File: src/hdl/ldst_pkg.sv
/*
 * Load/store unit shared definitions
 * Queue sizing, op codes, queue entry field positions,
 * controller state codes and the dispatch payload union
 */
`default_nettype none

package ldst_pkg;

    // Queue sizing, pointers carry an extra wrap bit above LDST_PTR_W
    localparam int unsigned LDST_DEPTH = 8;
    localparam int unsigned LDST_PTR_W = 3;
    localparam int unsigned LDST_XLEN  = 32;

    // Op codes, loads follow RV32 funct3 and stores use the free codes
    localparam int unsigned LDST_OP_W = 3;
    localparam logic [LDST_OP_W-1:0] OP_LB  = 3'b000;
    localparam logic [LDST_OP_W-1:0] OP_LH  = 3'b001;
    localparam logic [LDST_OP_W-1:0] OP_LW  = 3'b010;
    localparam logic [LDST_OP_W-1:0] OP_SB  = 3'b011;
    localparam logic [LDST_OP_W-1:0] OP_LBU = 3'b100;
    localparam logic [LDST_OP_W-1:0] OP_LHU = 3'b101;
    localparam logic [LDST_OP_W-1:0] OP_SH  = 3'b110;
    localparam logic [LDST_OP_W-1:0] OP_SW  = 3'b111;

    // Entry word is {op, addr, payload}
    localparam int unsigned LDST_ENTRY_W = LDST_OP_W + 2 * LDST_XLEN;
    localparam int unsigned ENT_PAY_LSB  = 0;
    localparam int unsigned ENT_ADDR_LSB = ENT_PAY_LSB + LDST_XLEN;
    localparam int unsigned ENT_OP_LSB   = ENT_ADDR_LSB + LDST_XLEN;
    localparam int unsigned LDST_TAG_W   = 5;

    // Memory controller states
    localparam int unsigned LDST_ST_W = 2;
    localparam logic [LDST_ST_W-1:0] ST_IDLE     = 2'd0;
    localparam logic [LDST_ST_W-1:0] ST_REQ      = 2'd1;
    localparam logic [LDST_ST_W-1:0] ST_RESULT   = 2'd2;
    localparam logic [LDST_ST_W-1:0] ST_WAIT_LOW = 2'd3;

    // Payload word, store data or a load's destination tag
    typedef union packed {
        logic [LDST_XLEN-1:0] store_data;
        struct packed {
            logic [LDST_XLEN-LDST_TAG_W-1:0] pad;
            logic [LDST_TAG_W-1:0]           dest_tag;
        } load;
    } ldst_payload_u;

endpackage : ldst_pkg

`default_nettype wire
File: src/hdl/ldst_unit.sv
/*
 * Load/store unit top level
 * Address generation feeds the ordered queue, which feeds the
 * memory controller
 */
`timescale 1ns/100ps
`default_nettype none

module ldst_unit (
    input  wire logic                              clk_i,
    input  wire logic                              reset_n_i,

    // Dispatch
    input  wire logic                              disp_valid_i,
    input  wire logic [ldst_pkg::LDST_OP_W-1:0]    disp_op_i,
    input  wire logic [ldst_pkg::LDST_XLEN-1:0]    disp_base_i,
    input  wire logic [ldst_pkg::LDST_XLEN-1:0]    disp_offset_i,
    input  wire ldst_pkg::ldst_payload_u           disp_payload_i,
    output logic                                   disp_ready_o,

    // Data memory, four-phase
    output logic                                   mem_req_o,
    output logic                                   mem_we_o,
    output logic [ldst_pkg::LDST_XLEN-1:0]         mem_addr_o,
    output logic [3:0]                             mem_be_o,
    output logic [ldst_pkg::LDST_XLEN-1:0]         mem_wdata_o,
    input  wire logic                              mem_ack_i,
    input  wire logic [ldst_pkg::LDST_XLEN-1:0]    mem_rdata_i,

    // Load results
    output logic                                   res_valid_o,
    output logic [ldst_pkg::LDST_TAG_W-1:0]        res_tag_o,
    output logic [ldst_pkg::LDST_XLEN-1:0]         res_data_o,
    output logic                                   res_fault_o
);

    import ldst_pkg::*;

    logic [LDST_ENTRY_W-1:0] gen_entry;
    logic                    gen_misaligned;
    logic                    head_valid;
    logic [LDST_ENTRY_W:0]   head_data;
    logic                    head_yumi;

    ldst_addr_gen i_ldst_addr_gen (
        .op_i         (disp_op_i),
        .base_i       (disp_base_i),
        .offset_i     (disp_offset_i),
        .payload_i    (disp_payload_i),
        .entry_o      (gen_entry),
        .misaligned_o (gen_misaligned)
    );

    // Misaligned flag rides on top of the entry
    ldst_buffer i_ldst_buffer (
        .clk_i     (clk_i),
        .reset_n_i (reset_n_i),
        .data_i    ({gen_misaligned, gen_entry}),
        .valid_i   (disp_valid_i),
        .ready_o   (disp_ready_o),
        .valid_o   (head_valid),
        .data_o    (head_data),
        .yumi_i    (head_yumi)
    );

    ldst_mem_ctrl i_ldst_mem_ctrl (
        .clk_i        (clk_i),
        .reset_n_i    (reset_n_i),
        .head_valid_i (head_valid),
        .head_data_i  (head_data),
        .head_yumi_o  (head_yumi),
        .mem_req_o    (mem_req_o),
        .mem_we_o     (mem_we_o),
        .mem_addr_o   (mem_addr_o),
        .mem_be_o     (mem_be_o),
        .mem_wdata_o  (mem_wdata_o),
        .mem_ack_i    (mem_ack_i),
        .mem_rdata_i  (mem_rdata_i),
        .res_valid_o  (res_valid_o),
        .res_tag_o    (res_tag_o),
        .res_data_o   (res_data_o),
        .res_fault_o  (res_fault_o)
    );

endmodule : ldst_unit

`default_nettype wire

File: src/hdl/ldst_mem_ctrl.sv
/*
 * Load/store memory controller
 * Takes the queue head, runs one four-phase req/ack handshake
 * per aligned access and broadcasts load results with their tag
 */
`timescale 1ns/100ps
`default_nettype none

module ldst_mem_ctrl (
    input  wire logic                              clk_i,
    input  wire logic                              reset_n_i,
    input  wire logic                              head_valid_i,
    input  wire logic [ldst_pkg::LDST_ENTRY_W:0]   head_data_i,
    output logic                                   head_yumi_o,
    output logic                                   mem_req_o,
    output logic                                   mem_we_o,
    output logic [ldst_pkg::LDST_XLEN-1:0]         mem_addr_o,
    output logic [3:0]                             mem_be_o,
    output logic [ldst_pkg::LDST_XLEN-1:0]         mem_wdata_o,
    input  wire logic                              mem_ack_i,
    input  wire logic [ldst_pkg::LDST_XLEN-1:0]    mem_rdata_i,
    output logic                                   res_valid_o,
    output logic [ldst_pkg::LDST_TAG_W-1:0]        res_tag_o,
    output logic [ldst_pkg::LDST_XLEN-1:0]         res_data_o,
    output logic                                   res_fault_o
);

    import ldst_pkg::*;

    logic [LDST_ST_W-1:0]   state_r;
    logic [LDST_ST_W-1:0]   state_nxt;
    logic [LDST_ENTRY_W:0]  ent_r;
    logic [LDST_XLEN-1:0]   rdata_r;

    // Fields of the held entry
    logic [LDST_OP_W-1:0]   op;
    logic [LDST_XLEN-1:0]   addr;
    ldst_payload_u          pay;
    logic                   mis;

    logic                   is_store;
    logic                   is_byte;
    logic                   is_half;
    logic                   sign_ext;
    logic [LDST_XLEN-1:0]   lane_data;

    assign op   = ent_r[ENT_OP_LSB +: LDST_OP_W];
    assign addr = ent_r[ENT_ADDR_LSB +: LDST_XLEN];
    assign pay  = ent_r[ENT_PAY_LSB +: LDST_XLEN];
    assign mis  = ent_r[LDST_ENTRY_W];

    // Width and sign decode of the held op
    always_comb begin
        is_store = 1'b0;
        is_byte  = 1'b0;
        is_half  = 1'b0;
        sign_ext = 1'b0;
        case (op)
            OP_LB: begin
                is_byte  = 1'b1;
                sign_ext = 1'b1;
            end
            OP_LH: begin
                is_half  = 1'b1;
                sign_ext = 1'b1;
            end
            OP_LBU: is_byte = 1'b1;
            OP_LHU: is_half = 1'b1;
            OP_SB: begin
                is_store = 1'b1;
                is_byte  = 1'b1;
            end
            OP_SH: begin
                is_store = 1'b1;
                is_half  = 1'b1;
            end
            OP_SW: is_store = 1'b1;
            default: is_store = 1'b0;
        endcase
    end

    // Next state
    always_comb begin
        state_nxt = state_r;
        case (state_r)
            // Misaligned entries bypass memory
            ST_IDLE: if (head_valid_i) state_nxt = ent_mis_next();
            ST_REQ: if (mem_ack_i) state_nxt = ST_RESULT;
            ST_RESULT: state_nxt = mem_ack_i ? ST_WAIT_LOW : ST_IDLE;
            default: if (!mem_ack_i) state_nxt = ST_IDLE;
        endcase
    end

    function automatic logic [LDST_ST_W-1:0] ent_mis_next();
        return head_data_i[LDST_ENTRY_W] ? ST_RESULT : ST_REQ;
    endfunction

    always_ff @(posedge clk_i, negedge reset_n_i) begin
        if (!reset_n_i) begin
            state_r <= ST_IDLE;
        end else begin
            state_r <= state_nxt;
        end
    end

    // Entry taken from the head, read data caught on the first ack edge
    always_ff @(posedge clk_i) begin
        if (head_yumi_o) begin
            ent_r <= head_data_i;
        end
        if (state_r == ST_REQ && mem_ack_i) begin
            rdata_r <= mem_rdata_i;
        end
    end

    assign head_yumi_o = (state_r == ST_IDLE) & head_valid_i;

    // Memory request fields, all from the held entry
    assign mem_req_o  = state_r == ST_REQ;
    assign mem_we_o   = is_store;
    assign mem_addr_o = {addr[LDST_XLEN-1:2], 2'b00};
    always_comb begin
        if (is_byte) begin
            mem_be_o    = 4'b0001 << addr[1:0];
            mem_wdata_o = {4{pay.store_data[7:0]}};
        end else if (is_half) begin
            mem_be_o    = 4'b0011 << {addr[1], 1'b0};
            mem_wdata_o = {2{pay.store_data[15:0]}};
        end else begin
            mem_be_o    = 4'b1111;
            mem_wdata_o = pay.store_data;
        end
    end

    // Shift the addressed lane down, then extend
    assign lane_data = rdata_r >> {addr[1:0], 3'b000};
    always_comb begin
        if (mis) begin
            res_data_o = '0;
        end else if (is_byte) begin
            res_data_o = {{24{sign_ext & lane_data[7]}}, lane_data[7:0]};
        end else if (is_half) begin
            res_data_o = {{16{sign_ext & lane_data[15]}}, lane_data[15:0]};
        end else begin
            res_data_o = rdata_r;
        end
    end

    // Stores pass through the result state without a broadcast
    assign res_valid_o = (state_r == ST_RESULT) & ~is_store;
    assign res_tag_o   = pay.load.dest_tag;
    assign res_fault_o = mis;

    a_req_until_ack: assert property (@(posedge clk_i) disable iff (!reset_n_i)
        mem_req_o && !mem_ack_i |=> mem_req_o);

    a_req_stable: assert property (@(posedge clk_i) disable iff (!reset_n_i)
        mem_req_o && !mem_ack_i |=> $stable(mem_addr_o) && $stable(mem_be_o));

endmodule : ldst_mem_ctrl

`default_nettype wire

File: src/hdl/ldst_buffer.sv
/*
 * Load/store ordered queue
 * Circular buffer of LDST_DEPTH entries, valid/ready on the
 * input and valid/yumi on the output, head held in a register
 */
`timescale 1ns/100ps
`default_nettype none

module ldst_buffer (
    input  wire logic                          clk_i,
    input  wire logic                          reset_n_i,

    // Input side, valid/ready
    input  wire logic [ldst_pkg::LDST_ENTRY_W:0] data_i,
    input  wire logic                          valid_i,
    output logic                               ready_o,

    // Output side, valid/yumi
    output logic                               valid_o,
    output logic [ldst_pkg::LDST_ENTRY_W:0]    data_o,
    input  wire logic                          yumi_i
);

    import ldst_pkg::*;

    // Entry storage
    logic [LDST_ENTRY_W:0] queue_r [LDST_DEPTH];

    // Pointers with wrap bit on top
    logic [LDST_PTR_W:0] rd_ptr_r;
    logic [LDST_PTR_W:0] wr_ptr_r;
    logic [LDST_PTR_W:0] rd_ptr_nxt;
    logic [LDST_PTR_W:0] wr_ptr_nxt;
    logic [LDST_PTR_W:0] count;

    logic idx_eq;
    logic wrap_eq;
    logic empty;
    logic full;
    logic enqueue;
    logic dequeue;

    // Head of queue, always ready for the consumer
    logic [LDST_ENTRY_W:0] head_r;

    assign idx_eq  = rd_ptr_r[LDST_PTR_W-1:0] == wr_ptr_r[LDST_PTR_W-1:0];
    assign wrap_eq = rd_ptr_r[LDST_PTR_W] == wr_ptr_r[LDST_PTR_W];
    // Same index, wrap bits tell full from empty
    assign empty   = idx_eq & wrap_eq;
    assign full    = idx_eq & ~wrap_eq;
    assign count   = wr_ptr_r - rd_ptr_r;

    assign ready_o = ~full;
    assign valid_o = ~empty;
    assign data_o  = head_r;

    assign enqueue    = valid_i & ready_o;
    assign dequeue    = yumi_i & valid_o;
    assign rd_ptr_nxt = rd_ptr_r + 1'b1;
    assign wr_ptr_nxt = wr_ptr_r + 1'b1;

    // Pointer update
    always_ff @(posedge clk_i, negedge reset_n_i) begin
        if (!reset_n_i) begin
            rd_ptr_r <= '0;
            wr_ptr_r <= '0;
        end else begin
            if (enqueue) begin
                wr_ptr_r <= wr_ptr_nxt;
            end
            if (dequeue) begin
                rd_ptr_r <= rd_ptr_nxt;
            end
        end
    end

    // Storage and head register
    always_ff @(posedge clk_i) begin
        if (enqueue) begin
            queue_r[wr_ptr_r[LDST_PTR_W-1:0]] <= data_i;
        end
        case ({enqueue, dequeue})
            2'b10: begin
                // First entry into an empty queue goes straight to the head
                if (empty) begin
                    head_r <= data_i;
                end
            end
            2'b01: begin
                head_r <= queue_r[rd_ptr_nxt[LDST_PTR_W-1:0]];
            end
            2'b11: begin
                // With a single item, the incoming word becomes the new head
                if (rd_ptr_nxt[LDST_PTR_W-1:0] == wr_ptr_r[LDST_PTR_W-1:0]) begin
                    head_r <= data_i;
                end else begin
                    head_r <= queue_r[rd_ptr_nxt[LDST_PTR_W-1:0]];
                end
            end
            default: begin
                head_r <= head_r;
            end
        endcase
    end

    // Occupancy never exceeds the depth, so no entry is overwritten
    a_no_overflow: assert property (@(posedge clk_i) disable iff (!reset_n_i)
        count <= LDST_DEPTH);

    // Consumer only takes the head when one is presented
    a_yumi_valid: assert property (@(posedge clk_i) disable iff (!reset_n_i)
        yumi_i |-> valid_o);

endmodule : ldst_buffer

`default_nettype wire

File: src/hdl/ldst_addr_gen.sv
/*
 * Load/store address generation
 * Adds base and offset, flags accesses that are not aligned to
 * their width and packs the queue entry word
 */
`timescale 1ns/100ps
`default_nettype none

module ldst_addr_gen (
    input  wire logic [ldst_pkg::LDST_OP_W-1:0] op_i,
    input  wire logic [ldst_pkg::LDST_XLEN-1:0] base_i,
    input  wire logic [ldst_pkg::LDST_XLEN-1:0] offset_i,
    input  wire ldst_pkg::ldst_payload_u        payload_i,
    output logic [ldst_pkg::LDST_ENTRY_W-1:0]   entry_o,
    output logic                                misaligned_o
);

    import ldst_pkg::*;

    logic [LDST_XLEN-1:0] eff_addr;

    // Effective address
    assign eff_addr = base_i + offset_i;

    // Alignment check against the width implied by the op
    always_comb begin
        case (op_i)
            // Halfwords need bit 0 clear
            OP_LH, OP_LHU, OP_SH: misaligned_o = eff_addr[0];
            // Words need both low bits clear
            OP_LW, OP_SW: misaligned_o = |eff_addr[1:0];
            // Bytes are never misaligned
            default: misaligned_o = 1'b0;
        endcase
    end

    // Entry packing
    always_comb begin
        entry_o = '0;
        entry_o[ENT_OP_LSB +: LDST_OP_W]   = op_i;
        entry_o[ENT_ADDR_LSB +: LDST_XLEN] = eff_addr;
        entry_o[ENT_PAY_LSB +: LDST_XLEN]  = payload_i;
    end

endmodule : ldst_addr_gen

`default_nettype wire

File: config.mk
export PLATFORM = sky130hd
export DESIGN_NAME = ldst_unit
export DESIGN_NICKNAME = d
export VERILOG_FILES = /design/src/hdl/ldst_pkg.sv /design/src/hdl/ldst_unit.sv /design/src/hdl/ldst_mem_ctrl.sv /design/src/hdl/ldst_buffer.sv /design/src/hdl/ldst_addr_gen.sv
export SDC_FILE = /design/constraint.sdc
export NUM_CORES = 1
export LEC_CHECK = 0
export BUFFER_PORTS_ARGS = -buffer_cell sky130_fd_sc_hd__buf_2
export CAP_MARGIN = 20
export CORE_MARGIN = 5
export CORE_UTILIZATION = 45
export CTS_BUF_LIST = sky130_fd_sc_hd__clkbuf_4 sky130_fd_sc_hd__clkbuf_8 sky130_fd_sc_hd__clkbuf_16
export DETAILED_ROUTE_END_ITERATION = 8
export PLACE_DENSITY = 0.72
export SLEW_MARGIN = 10
export SYNTH_ARGS = -nofsm -noshare
export SYNTH_HDL_FRONTEND = slang
export SYNTH_SLANG_ARGS = --single-unit
File: constraint.sdc
create_clock -name clk_i -period 6.2 [get_ports clk_i]
set_input_delay 0.93 -clock clk_i [delete_from_list [all_inputs] [get_ports clk_i]]
set_output_delay 0.93 -clock clk_i [all_outputs]
set_load 0.02 [all_outputs]
==> results.ini, run 1 <==
[grt]
grt_antenna_before_repair=11
grt_pass1_vias=16558
track_usage=0.193
grt_start_max_net_pins=107
grt_overflow_total=0
grt_pass1_wl_mm=105

[yosys]
ys_top_cells_by_area=edfxtp_1, mux4_2, mux2i_1, nand2_1, ha_1
yosys_most_used_dff=edfxtp_1
yosys.area.top_type=edfxtp_1
ys_ff_latch=722
netlist.area_leader.share=0.709
synth_enable_flop_cells=712
avgSynthCellArea_um2=17.8
syn_inst=1695
seq_area_frac_synth=0.718
ys_types=67
ys_warn_count=0
synth-async-reset-ratio=0.0139
netlist_area_um2=30100

[setup_path]
path_max_fanout=22
crit_required_ns=5.27
worst_path_max_delay_cell=edfxtp_1
worstSetupPathType=reg2out
startpoint_type=register
cp-end-kind=primary output
max_stage_delay_ns=0.88
arrival_ns=3.58
path_cells=nor2b_1 > a21oi_1 > a211oi_2 > o21a_1 > buf_2

[power_and_ir_drop]
sw_frac_of_total=0.349
intPower_mw=12.1
clock_power_share=0.233
combPwrFrac=0.363
power.density_nw_per_um2=539
p_switching_mw=6.50
p_leak_nw=12.0
p_seq_frac=0.404
ir_drop_uv=374

[sta]
fin_crit_ns=4.51
final.period_utilization=0.727
max_freq_ghz=0.222
slew_viol_final=0
max_slew_margin=0.242
finalSetupViolCount=0
worst_slew_pin_slew_ns=1.13
fin_worst_skew_ns=0.0246
rsz0062_at_grt=false
hold_violations=0

[clock_network]
insertion_delay_ns=0.61
cts_buffers=73
postCtsResizedCells=0
root_buffer=clkbuf_16
post_cts_buffers=0
tritoncts=built
ctsLongestPathBuffers=3
holdBufCountCts=0
cts.reportedPaths.clkPinSlew_ns=0.06
cts.sinks=722
cts.htree.levels=3

[drt]
routed.top_layer=met5
wl_met3_mm=5.36
wl_met1_mm=29.3
wl_met2_mm=34.4
routedWlPerCell_um=25.0
routed_via_density=5.75
drc=0
drt-total-wl_mm=70.8
drt_iter0_drc=1535
drtAntennaViolNets=0
num_vias=16295
firstDrtPassIters=5

[place]
dpl_cell_area_um2=32100
gp_congestion=0.874
dp_hpwl_mm=43.7
port_buffers=242

[run_status]
status=finished clean

[final_layout]
layout_commonest_cell=edfxtp_1
final_cell_area_um2=34500
layout_common_cells=edfxtp_1, buf_2, mux4_2
drive_above_1_share=0.285
layout.nets=2077
utilization=0.522
area_delta_synth_final_pct=14.5

[floorplan]
dieWidth_um=269
io_pins=245
start_util=0.456
core_um2=66100
die_y_um=269
dieArea_um2=72300
num_rows=94

[hold_path]
holdCritPathClass=in2async

[job]
max_cap_viol_count=0

## Yosys cell counts, types with 12 or more instances
library cell	number
inv_1	15
o21a_1	25
mux4_2	137
nand2_1	114
edfxtp_1	712
buf_4	47
xnor2_1	25
a21o_1	21
o21ai_0	79
ha_1	33
mux2i_1	84
a21oi_1	48
nand3_1	14
a211oi_1	19
buf_2	33
nor2_1	60
mux2_2	12
nand2b_1	17
clkbuf_1	43
xor2_1	15
## layer usage
| layer | GRT usage | up-vias |
|---|---|---|
| met2 | 0.318 | 662 |
| met4 | 0.0464 | 8 |
| li1 | - | 7139 |
| met1 | 0.269 | 8371 |
| met5 | 0 | - |
| met3 | 0.0408 | 115 |
## sequential cells by signal (all words and copies together), names as in the netlist
signal and count:
i_ldst_mem_ctrl.state_r 2, i_ldst_buffer.queue_r 544, i_ldst_buffer.data_o 68, i_ldst_mem_ctrl.rdata_r 32, i_ldst_mem_ctrl.ent_r 68, i_ldst_buffer.rd_ptr_r 4, i_ldst_buffer.wr_ptr_r 4
## cell families (layout without fill, tap and decap cells)
logic type | after synthesis | count (layout) | synth area share
muxes | 233 | 233 | 0.135
AOI/OAI and AO/OA | 250 | 250 | 0.0544
other | 1 | 5 | 0.000124
and+or+nand+nor | 268 | 268 | 0.0411
DFF | 722 | 722 | 0.718
buffers and inverters | 146 | 417 | 0.0254
xor gates and xnor gates | 41 | 41 | 0.0122
adders and majority gates | 34 | 34 | 0.0144
## worst max-delay path: cells and delay by family (launching register included)
kind / cells / cell delay [ns]
buffers and inverters: 1 / 0.17
AOI/OAI and AO/OA: 3 / 1.33
DFF: 1 / 0.88
and+or+nand+nor: 1 / 0.62
## stage by stage
stage                     power (mW)  cells  setup TNS (ns)  setup WS [ns]  hold WS, ns
after floorplan                 12.3   1696          -63.92         -0.471        0.400
after global placement          14.3   2696               0           2.09        0.402
after detailed placement        14.4   2697               0           1.96        0.405
after CTS                       18.8   2831               0           1.77        0.182
after global routing            19.5   2832               0           1.49        0.199
final                           18.6   2834               0           1.69        0.202
## power by group through the flow
| stage | clock [mW] | sequential, mW | combinational [mW] |
|---|---|---|---|
| 2_1_floorplan | 0 | 7.32 | 5.01 |
| 3_3_place_gp | 0 | 7.59 | 6.69 |
| 3_5_place_dp | 0 | 7.64 | 6.81 |
| 4_1_cts | 4.40 | 7.55 | 6.85 |
| 5_1_grt | 4.61 | 7.63 | 7.29 |
| 6_report | 4.33 | 7.52 | 6.76 |
## path summary, 6_finish.rpt
kind,from,endpoint,slack [ns],depth (start not counted)
min in group clk_i,i_ldst_buffer.data_o[36],i_ldst_mem_ctrl.ent_r[36],0.41,0
setup / recovery,i_ldst_mem_ctrl.ent_r[33],res_data_o[16],1.69,5
setup reg to reg,i_ldst_buffer.rd_ptr_r[0],i_ldst_buffer.data_o[67],2.00,8
hold reg to reg,i_ldst_buffer.data_o[36],i_ldst_mem_ctrl.ent_r[36],0.41,0
max in group asynchronous,reset_n_i,i_ldst_buffer.rd_ptr_r[0],5.76,1
hold / removal,reset_n_i,i_ldst_mem_ctrl.state_r[0],0.20,1
## area by class of cell
class | instances | area [µm²]
fillers | 5250 | 31600
flip-flops and latches | 722 | 21600
multi-input cells | 828 | 7850
clock buffers | 91 | 2030
repair buffers | 266 | 1500
well taps | 864 | 1080
clock inverters | 43 | 340
inverters | 17 | 65.1
diodes | 3 | 7.51
Note: power is estimated with default switching activity, not from simulation.
==> run 2, diff against run 1 <==
--- a/config.mk
+++ b/config.mk
@@ -11,7 +11,7 @@
 export CORE_UTILIZATION = 45
 export CTS_BUF_LIST = sky130_fd_sc_hd__clkbuf_4 sky130_fd_sc_hd__clkbuf_8 sky130_fd_sc_hd__clkbuf_16
 export DETAILED_ROUTE_END_ITERATION = 8
-export PLACE_DENSITY = 0.72
+export PLACE_DENSITY = 0.7
 export SLEW_MARGIN = 10
 export SYNTH_ARGS = -nofsm -noshare
 export SYNTH_HDL_FRONTEND = slang
==> constraint.sdc (replaced) <==
create_clock -name clk_i -period 4.4 [get_ports clk_i]
set_input_delay 0.66 -clock clk_i [delete_from_list [all_inputs] [get_ports clk_i]]
set_output_delay 0.66 -clock clk_i [all_outputs]
set_load 0.02 [all_outputs]
==> run 2 against run 1 <==
  * Sequential share of layout area decreased by 0.53 points
  * Worst hold slack improved by 0.026 ns
  * Clock-buffer cell count decreased by 2
  * Wire length increased by 2.1%
  * Register-to-register slack got worse by 0.72 ns
  * Worst setup slack got worse by 1.0 ns
  * Largest power group unchanged
  * Core utilization increased by 0.45 points
  * Via count decreased by 0.20%
  * Power increased by 44%
  * Global-route usage increased by 0.59 points
  * Sequential cell count unchanged
  * Clock power increased by 49%
==> results.ini, run 2 (synthesis results as in run 1) <==
[run_status]
status=finished clean

[setup_path]
arrival_ns=3.05  ; -0.53 ns
crit_required_ns=3.74  ; -1.53 ns
worstSetupPathType=reg2out
startpoint_type=register
crit_family=buffers and inverters
path_max_fanout=16  ; -27%
cp.buffers_inverters=3  ; +2
max_stage_delay_ns=0.63  ; -0.25 ns
cp_common_cell=buf_4
worst_path_max_delay_cell=edfxtp_1
cp-end-kind=primary output
path_cells=buf_4 > mux4_2 > nand2_1 > a21o_1 > a211oi_2 > buf_4 > o21a_1 > buf_2

[power_and_ir_drop]
finalPower_mw=26.7  ; +44%
p_leak_nw=12.1  ; +1.2%
ir_drop_uv=1060  ; +180%
power.density_nw_per_um2=769  ; +43%

[hold_path]
holdCritPathClass=in2reg

[grt]
grt_pass1_wl_mm=108  ; +2.2%
grt_overflow_total=0  ; unchanged
grt_use_met3=0.0412  ; +0.000456
track_usage=0.199  ; +0.00587
grtUsageMet1=0.278  ; +0.00815
grt_pass1_vias=16662  ; +0.63%
top_usage_layer=met2
grt_antenna_before_repair=9  ; -2
grt_start_max_net_pins=114  ; +6.5%
globalRouteMet2Util=0.327  ; +0.00931

[final_layout]
layout_commonest_cell=edfxtp_1
final_cell_area_um2=34800  ; +0.86%
fin_cells=2846  ; +0.42%
layout_common_cells=edfxtp_1, buf_2, mux4_2
drive_above_1_share=0.294  ; +0.00903
area_delta_synth_final_pct=15.5
largest_register_ffs=544  ; unchanged
layout.nets=2091  ; +0.67%

[sta]
hold_violations=0  ; unchanged
worst_slew_pin_slew_ns=1.08  ; -0.0582 ns
rsz0062_at_grt=false
fin_setup_tns_ns=0  ; unchanged
fin_worst_skew_ns=0.0129  ; -0.0117 ns
final.period_utilization=0.843
finalWorstSetupSlack_ns=0.692  ; -0.999 ns
slew_viol_final=0  ; unchanged
fin_crit_ns=3.71
finalSetupViolCount=0  ; unchanged
max_slew_margin=0.283  ; +0.0406
max_freq_ghz=0.270

[floorplan]
core_um2=66100  ; unchanged
dieArea_um2=72300  ; unchanged
io_pins=245  ; unchanged
die_y_um=269  ; unchanged
dieWidth_um=269  ; unchanged
start_util=0.456  ; unchanged
num_rows=94  ; unchanged

[clock_network]
cts.sinks=722  ; unchanged
cts.reportedPaths.clkPinSlew_ns=0.06  ; about the same
ctsLongestPathBuffers=3  ; unchanged
post_cts_buffers=0  ; unchanged
cts_buffers=75  ; +2.7%
insertion_delay_ns=0.60  ; about the same
cts.htree.levels=3  ; unchanged
postCtsResizedCells=0  ; unchanged
tritoncts=built
root_buffer=clkbuf_16

[place]
dp_slack_ns=0.793  ; -1.17 ns
dpl_cell_area_um2=32300  ; +0.42%
gp_congestion=0.876  ; +0.16%
port_buffers=242  ; unchanged
dp_hpwl_mm=43.4  ; -0.70%
placed_cells=2708  ; +0.41%

[drt]
num_vias=16262  ; -0.20%
drc=0  ; unchanged
drtAntennaViolNets=0  ; unchanged
firstDrtPassIters=5  ; unchanged
routedWlPerCell_um=25.4  ; +1.7%
routed_via_density=5.71  ; -0.62%
drt_iter0_drc=1569  ; +2.2%
drt-total-wl_mm=72.3  ; +2.1%

[job]
max_cap_viol_count=0  ; unchanged

## run 2: changes by cell type in the layout (fill, tap and decap cells not counted), sizes merged
| cell | before | now |
|---|---|---|
| buf | 266 | 277 |
| bufinv | 5 | 10 |
| clkinv | 32 | 28 |
| clkbuf | 91 | 89 |
| clkinvlp | 3 | 4 |
| diode | 3 | 4 |
| dlygate4sd3 | 0 | 1 |
| inv | 20 | 19 |
## run 2: area by class of cell
class | count | area (µm²)
flip-flops and latches | 722 | 21600
repair buffers | 278 | 1630
clock inverters | 44 | 492
well taps | 864 | 1080
fillers | 5279 | 31300
diodes | 4 | 10.0
clock buffers | 89 | 2030
inverters | 17 | 65.1
multi-input cells | 828 | 7860
## run 2: worst register-to-register path, stage by stage (launching register included)
cell,delay (ns)
dfrtp_4,0.52
ha_4,0.63
xnor2_1,0.18
nand4_1,0.22
nand2_4,0.52
buf_4,0.43
a211oi_1,0.11
a311oi_1,0.31
## run 2: metal layers
layer	share of wire	vias to the layer above
met5	0.00077	-
met4	0.022	8
met3	0.070	103
met2	0.49	651
met1	0.42	8333
li1	-	7167
## run 2: through the flow
stage	utilization	hold slack [ns]
CTS	0.526	0.196
global route	0.526	0.197
global placement	0.488	0.402
detailed placement	0.488	0.405
floorplan	-	0.364
finish	0.527	0.228
## run 2: timing repair
action                                 in CTS  in global routing
hold buffers                                1                  0
setup endpoints to repair                   0                  0
endpoints found under the hold margin      10                  0
## run 2: final timing paths
check                                               start  slack [ns]                     endpoint  cells after the start
worst min register to register   i_ldst_buffer.data_o[38]        0.42    i_ldst_mem_ctrl.ent_r[38]                      0
worst min-delay path                      mem_rdata_i[13]        0.23  i_ldst_mem_ctrl.rdata_r[13]                      1
max in group asynchronous                       reset_n_i        3.71    i_ldst_buffer.rd_ptr_r[0]                      2
worst max register to register  i_ldst_buffer.rd_ptr_r[0]        1.28     i_ldst_buffer.data_o[61]                      7
worst max-delay path            i_ldst_mem_ctrl.ent_r[33]        0.69               res_data_o[27]                      8
min in group asynchronous                       reset_n_i        0.46    i_ldst_buffer.wr_ptr_r[0]                      2
## run 2: power breakdown
part,total (mW),switching (mW),internal [mW],leakage [nW]
Combinational,9.78,6.02,3.76,4.26
Sequential,10.5,0.706,9.80,6.63
Clock,6.45,2.56,3.89,1.25
Total,26.7,9.29,17.5,12.1
==> run 3, diff against run 2 <==
--- a/config.mk
+++ b/config.mk
@@ -11,7 +11,7 @@
 export CORE_UTILIZATION = 45
 export CTS_BUF_LIST = sky130_fd_sc_hd__clkbuf_4 sky130_fd_sc_hd__clkbuf_8 sky130_fd_sc_hd__clkbuf_16
 export DETAILED_ROUTE_END_ITERATION = 8
-export PLACE_DENSITY = 0.7
+export PLACE_DENSITY = 0.72
 export SLEW_MARGIN = 10
 export SYNTH_ARGS = -nofsm -noshare
 export SYNTH_HDL_FRONTEND = slang
==> constraint.sdc (replaced) <==
create_clock -name clk_i -period 3.1 [get_ports clk_i]
set_input_delay 0.465 -clock clk_i [delete_from_list [all_inputs] [get_ports clk_i]]
set_output_delay 0.465 -clock clk_i [all_outputs]
set_load 0.02 [all_outputs]
==> run 3 against run 2 <==
  * Worst hold slack lost 0.19 ns
  * Sequential cell count unchanged
  * Worst setup slack got worse by 0.61 ns
  * Die area unchanged
  * Sequential power increased by 41%
  * Global-route usage increased by 0.072 points
  * Clock-buffer cell count grew 3
  * Critical path depth did not move
  * Final cell count is 2.9% higher
  * Largest cell class unchanged
  * Largest power group unchanged
  * Highest routed layer unchanged
==> results.ini, run 3 (synthesis results as in run 1) <==
[run_status]
status=finished clean

[drt]
routed_via_density=5.65  ; -1.1%
drt-total-wl_mm=72.7  ; +0.51%
num_vias=16554  ; +1.8%
routedWlPerCell_um=24.8  ; -2.3%
drtAntennaViolNets=0  ; unchanged
firstDrtPassIters=6  ; +1
drc=0  ; unchanged
drt_iter0_drc=1574  ; +0.32%

[hold_path]
holdCritPathClass=in2reg

[final_layout]
largest_register_ffs=544  ; unchanged
area_delta_synth_final_pct=17.9
layout.nets=2171  ; +3.8%
layout_common_cells=edfxtp_1, buf_2, mux4_2
fin_cells=2928  ; +2.9%
layout_commonest_cell=edfxtp_1
utilization=0.538  ; +0.0111
drive_above_1_share=0.323  ; +0.0293

[floorplan]
start_util=0.456  ; unchanged
dieWidth_um=269  ; unchanged
die_y_um=269  ; unchanged
num_rows=94  ; unchanged
core_um2=66100  ; unchanged
io_pins=245  ; unchanged
dieArea_um2=72300  ; unchanged

[setup_path]
path_cells=buf_4 > nor2b_2 > a21oi_2 > nand2_1 > o21a_2 > nor2_1 > a211oi_1 > buf_2
worst_path_max_delay_cell=edfxtp_1
crit_required_ns=2.63  ; -1.11 ns
max_stage_delay_ns=0.48  ; -0.15 ns
startpoint_type=register
arrival_ns=2.56  ; -0.49 ns
cp-end-kind=primary output
path_max_fanout=7  ; -9
worstSetupPathType=reg2out

[sta]
fin_worst_skew_ns=0.0276  ; +0.0147 ns
hold_violations=0  ; unchanged
max_slew_margin=0.420  ; +0.137
fin_crit_ns=3.02
finalSetupViolCount=0  ; unchanged
max_freq_ghz=0.331
slew_viol_final=0  ; unchanged
hold_slack_ns=0.0361  ; -0.192 ns
fin_setup_tns_ns=0  ; unchanged
final.period_utilization=0.975
worst_slew_pin_slew_ns=0.864  ; -0.212 ns

[clock_network]
cts.htree.levels=3  ; unchanged
insertion_delay_ns=0.62  ; +0.02 ns
cts.reportedPaths.clkPinSlew_ns=0.06  ; about the same
tritoncts=built
cts.sinks=722  ; unchanged
root_buffer=clkbuf_16
ctsLongestPathBuffers=3  ; unchanged
cts_buffers=75  ; unchanged

[power_and_ir_drop]
ir_drop_uv=845  ; -20%
p_leak_nw=12.6  ; +3.4%
power.density_nw_per_um2=1080  ; +40%
finalPower_mw=38.4  ; +43%

[grt]
track_usage=0.200  ; +0.000715
grt_start_max_net_pins=95  ; -17%
grt_pass1_vias=17050  ; +2.3%
grt_pass1_wl_mm=108  ; +0.65%
grt_overflow_total=0  ; unchanged
grt_antenna_before_repair=10  ; +1

[place]
dp_hpwl_mm=45.0  ; +3.7%
gp_congestion=0.893  ; +2.0%
placed_cells=2775  ; +2.5%
port_buffers=242  ; unchanged

[job]
max_cap_viol_count=0  ; unchanged

## run 3: cell count changes in the layout (fill, tap and decap cells not counted), sizes merged
cell / change
inv: +2
buf: +76
diode: -2
clkinv: +1
clkbuf: +3
bufinv: -2
dlygate4sd3: +4
## run 3: layout make-up
| type | instances | area (µm²) |
|---|---|---|
| clock inverter | 45 | 452 |
| sequential | 722 | 21600 |
| clock buffer | 92 | 2020 |
| timing repair buffer | 358 | 2370 |
| multi-input combinational | 828 | 7910 |
| antenna | 2 | 5.00 |
| fill | 5217 | 30600 |
| tap | 864 | 1080 |
| inverter | 17 | 65.1 |
## run 3: final timing paths
path / to / from / slack (ns) / cells past startpoint
min: i_ldst_mem_ctrl.rdata_r[29] / mem_rdata_i[29] / 0.04 / 1
max: res_data_o[3] / i_ldst_mem_ctrl.ent_r[65] / 0.08 / 8
min in group asynchronous: i_ldst_buffer.wr_ptr_r[3] / reset_n_i / 0.26 / 2
max in group asynchronous: i_ldst_buffer.rd_ptr_r[0] / reset_n_i / 2.61 / 2
min reg2reg: i_ldst_mem_ctrl.ent_r[38] / i_ldst_buffer.data_o[38] / 0.41 / 0
max reg2reg: i_ldst_buffer.data_o[60] / i_ldst_buffer.wr_ptr_r[0] / 0.29 / 8
## run 3: metrics by stage
stage	instance area, µm²	setup slack [ns]
6_report	35500	0.0769
4_1_cts	35400	0.00811
5_1_grt	35500	-0.0167
3_5_place_dp	32900	-0.238
2_1_floorplan	30200	-0.449
3_3_place_gp	32900	-0.265
## run 3: repair_timing
| item | in CTS | in global routing |
|---|---|---|
| gates resized for setup | 2 | 12 |
| setup endpoints to repair | 17 | 36 |
| setup buffers | 1 | 8 |
| hold buffers | 5 | 0 |
| endpoints found under the hold margin | 14 | 0 |
## run 3: layer usage
metal / up-vias / global-route usage / part of all wire
met4: 2 / 0.0605 / 0.031
li1: 7329 / - / -
met3: 141 / 0.0355 / 0.066
met5: - / 0 / 0.00018
met2: 660 / 0.329 / 0.49
met1: 8422 / 0.277 / 0.42
## run 3: critical path: cells and delay by family (launching register included)
kind	cells	cell delay (ns)
AOI/OAI and AO/OA	3	0.63
buffers and inverters	2	0.43
DFF	1	0.48
and+or+nand+nor	3	0.42
## run 3: power by group
part	switching, mW	internal [mW]
Combinational	8.72	5.80
Clock	3.67	5.33
Sequential	0.948	13.9
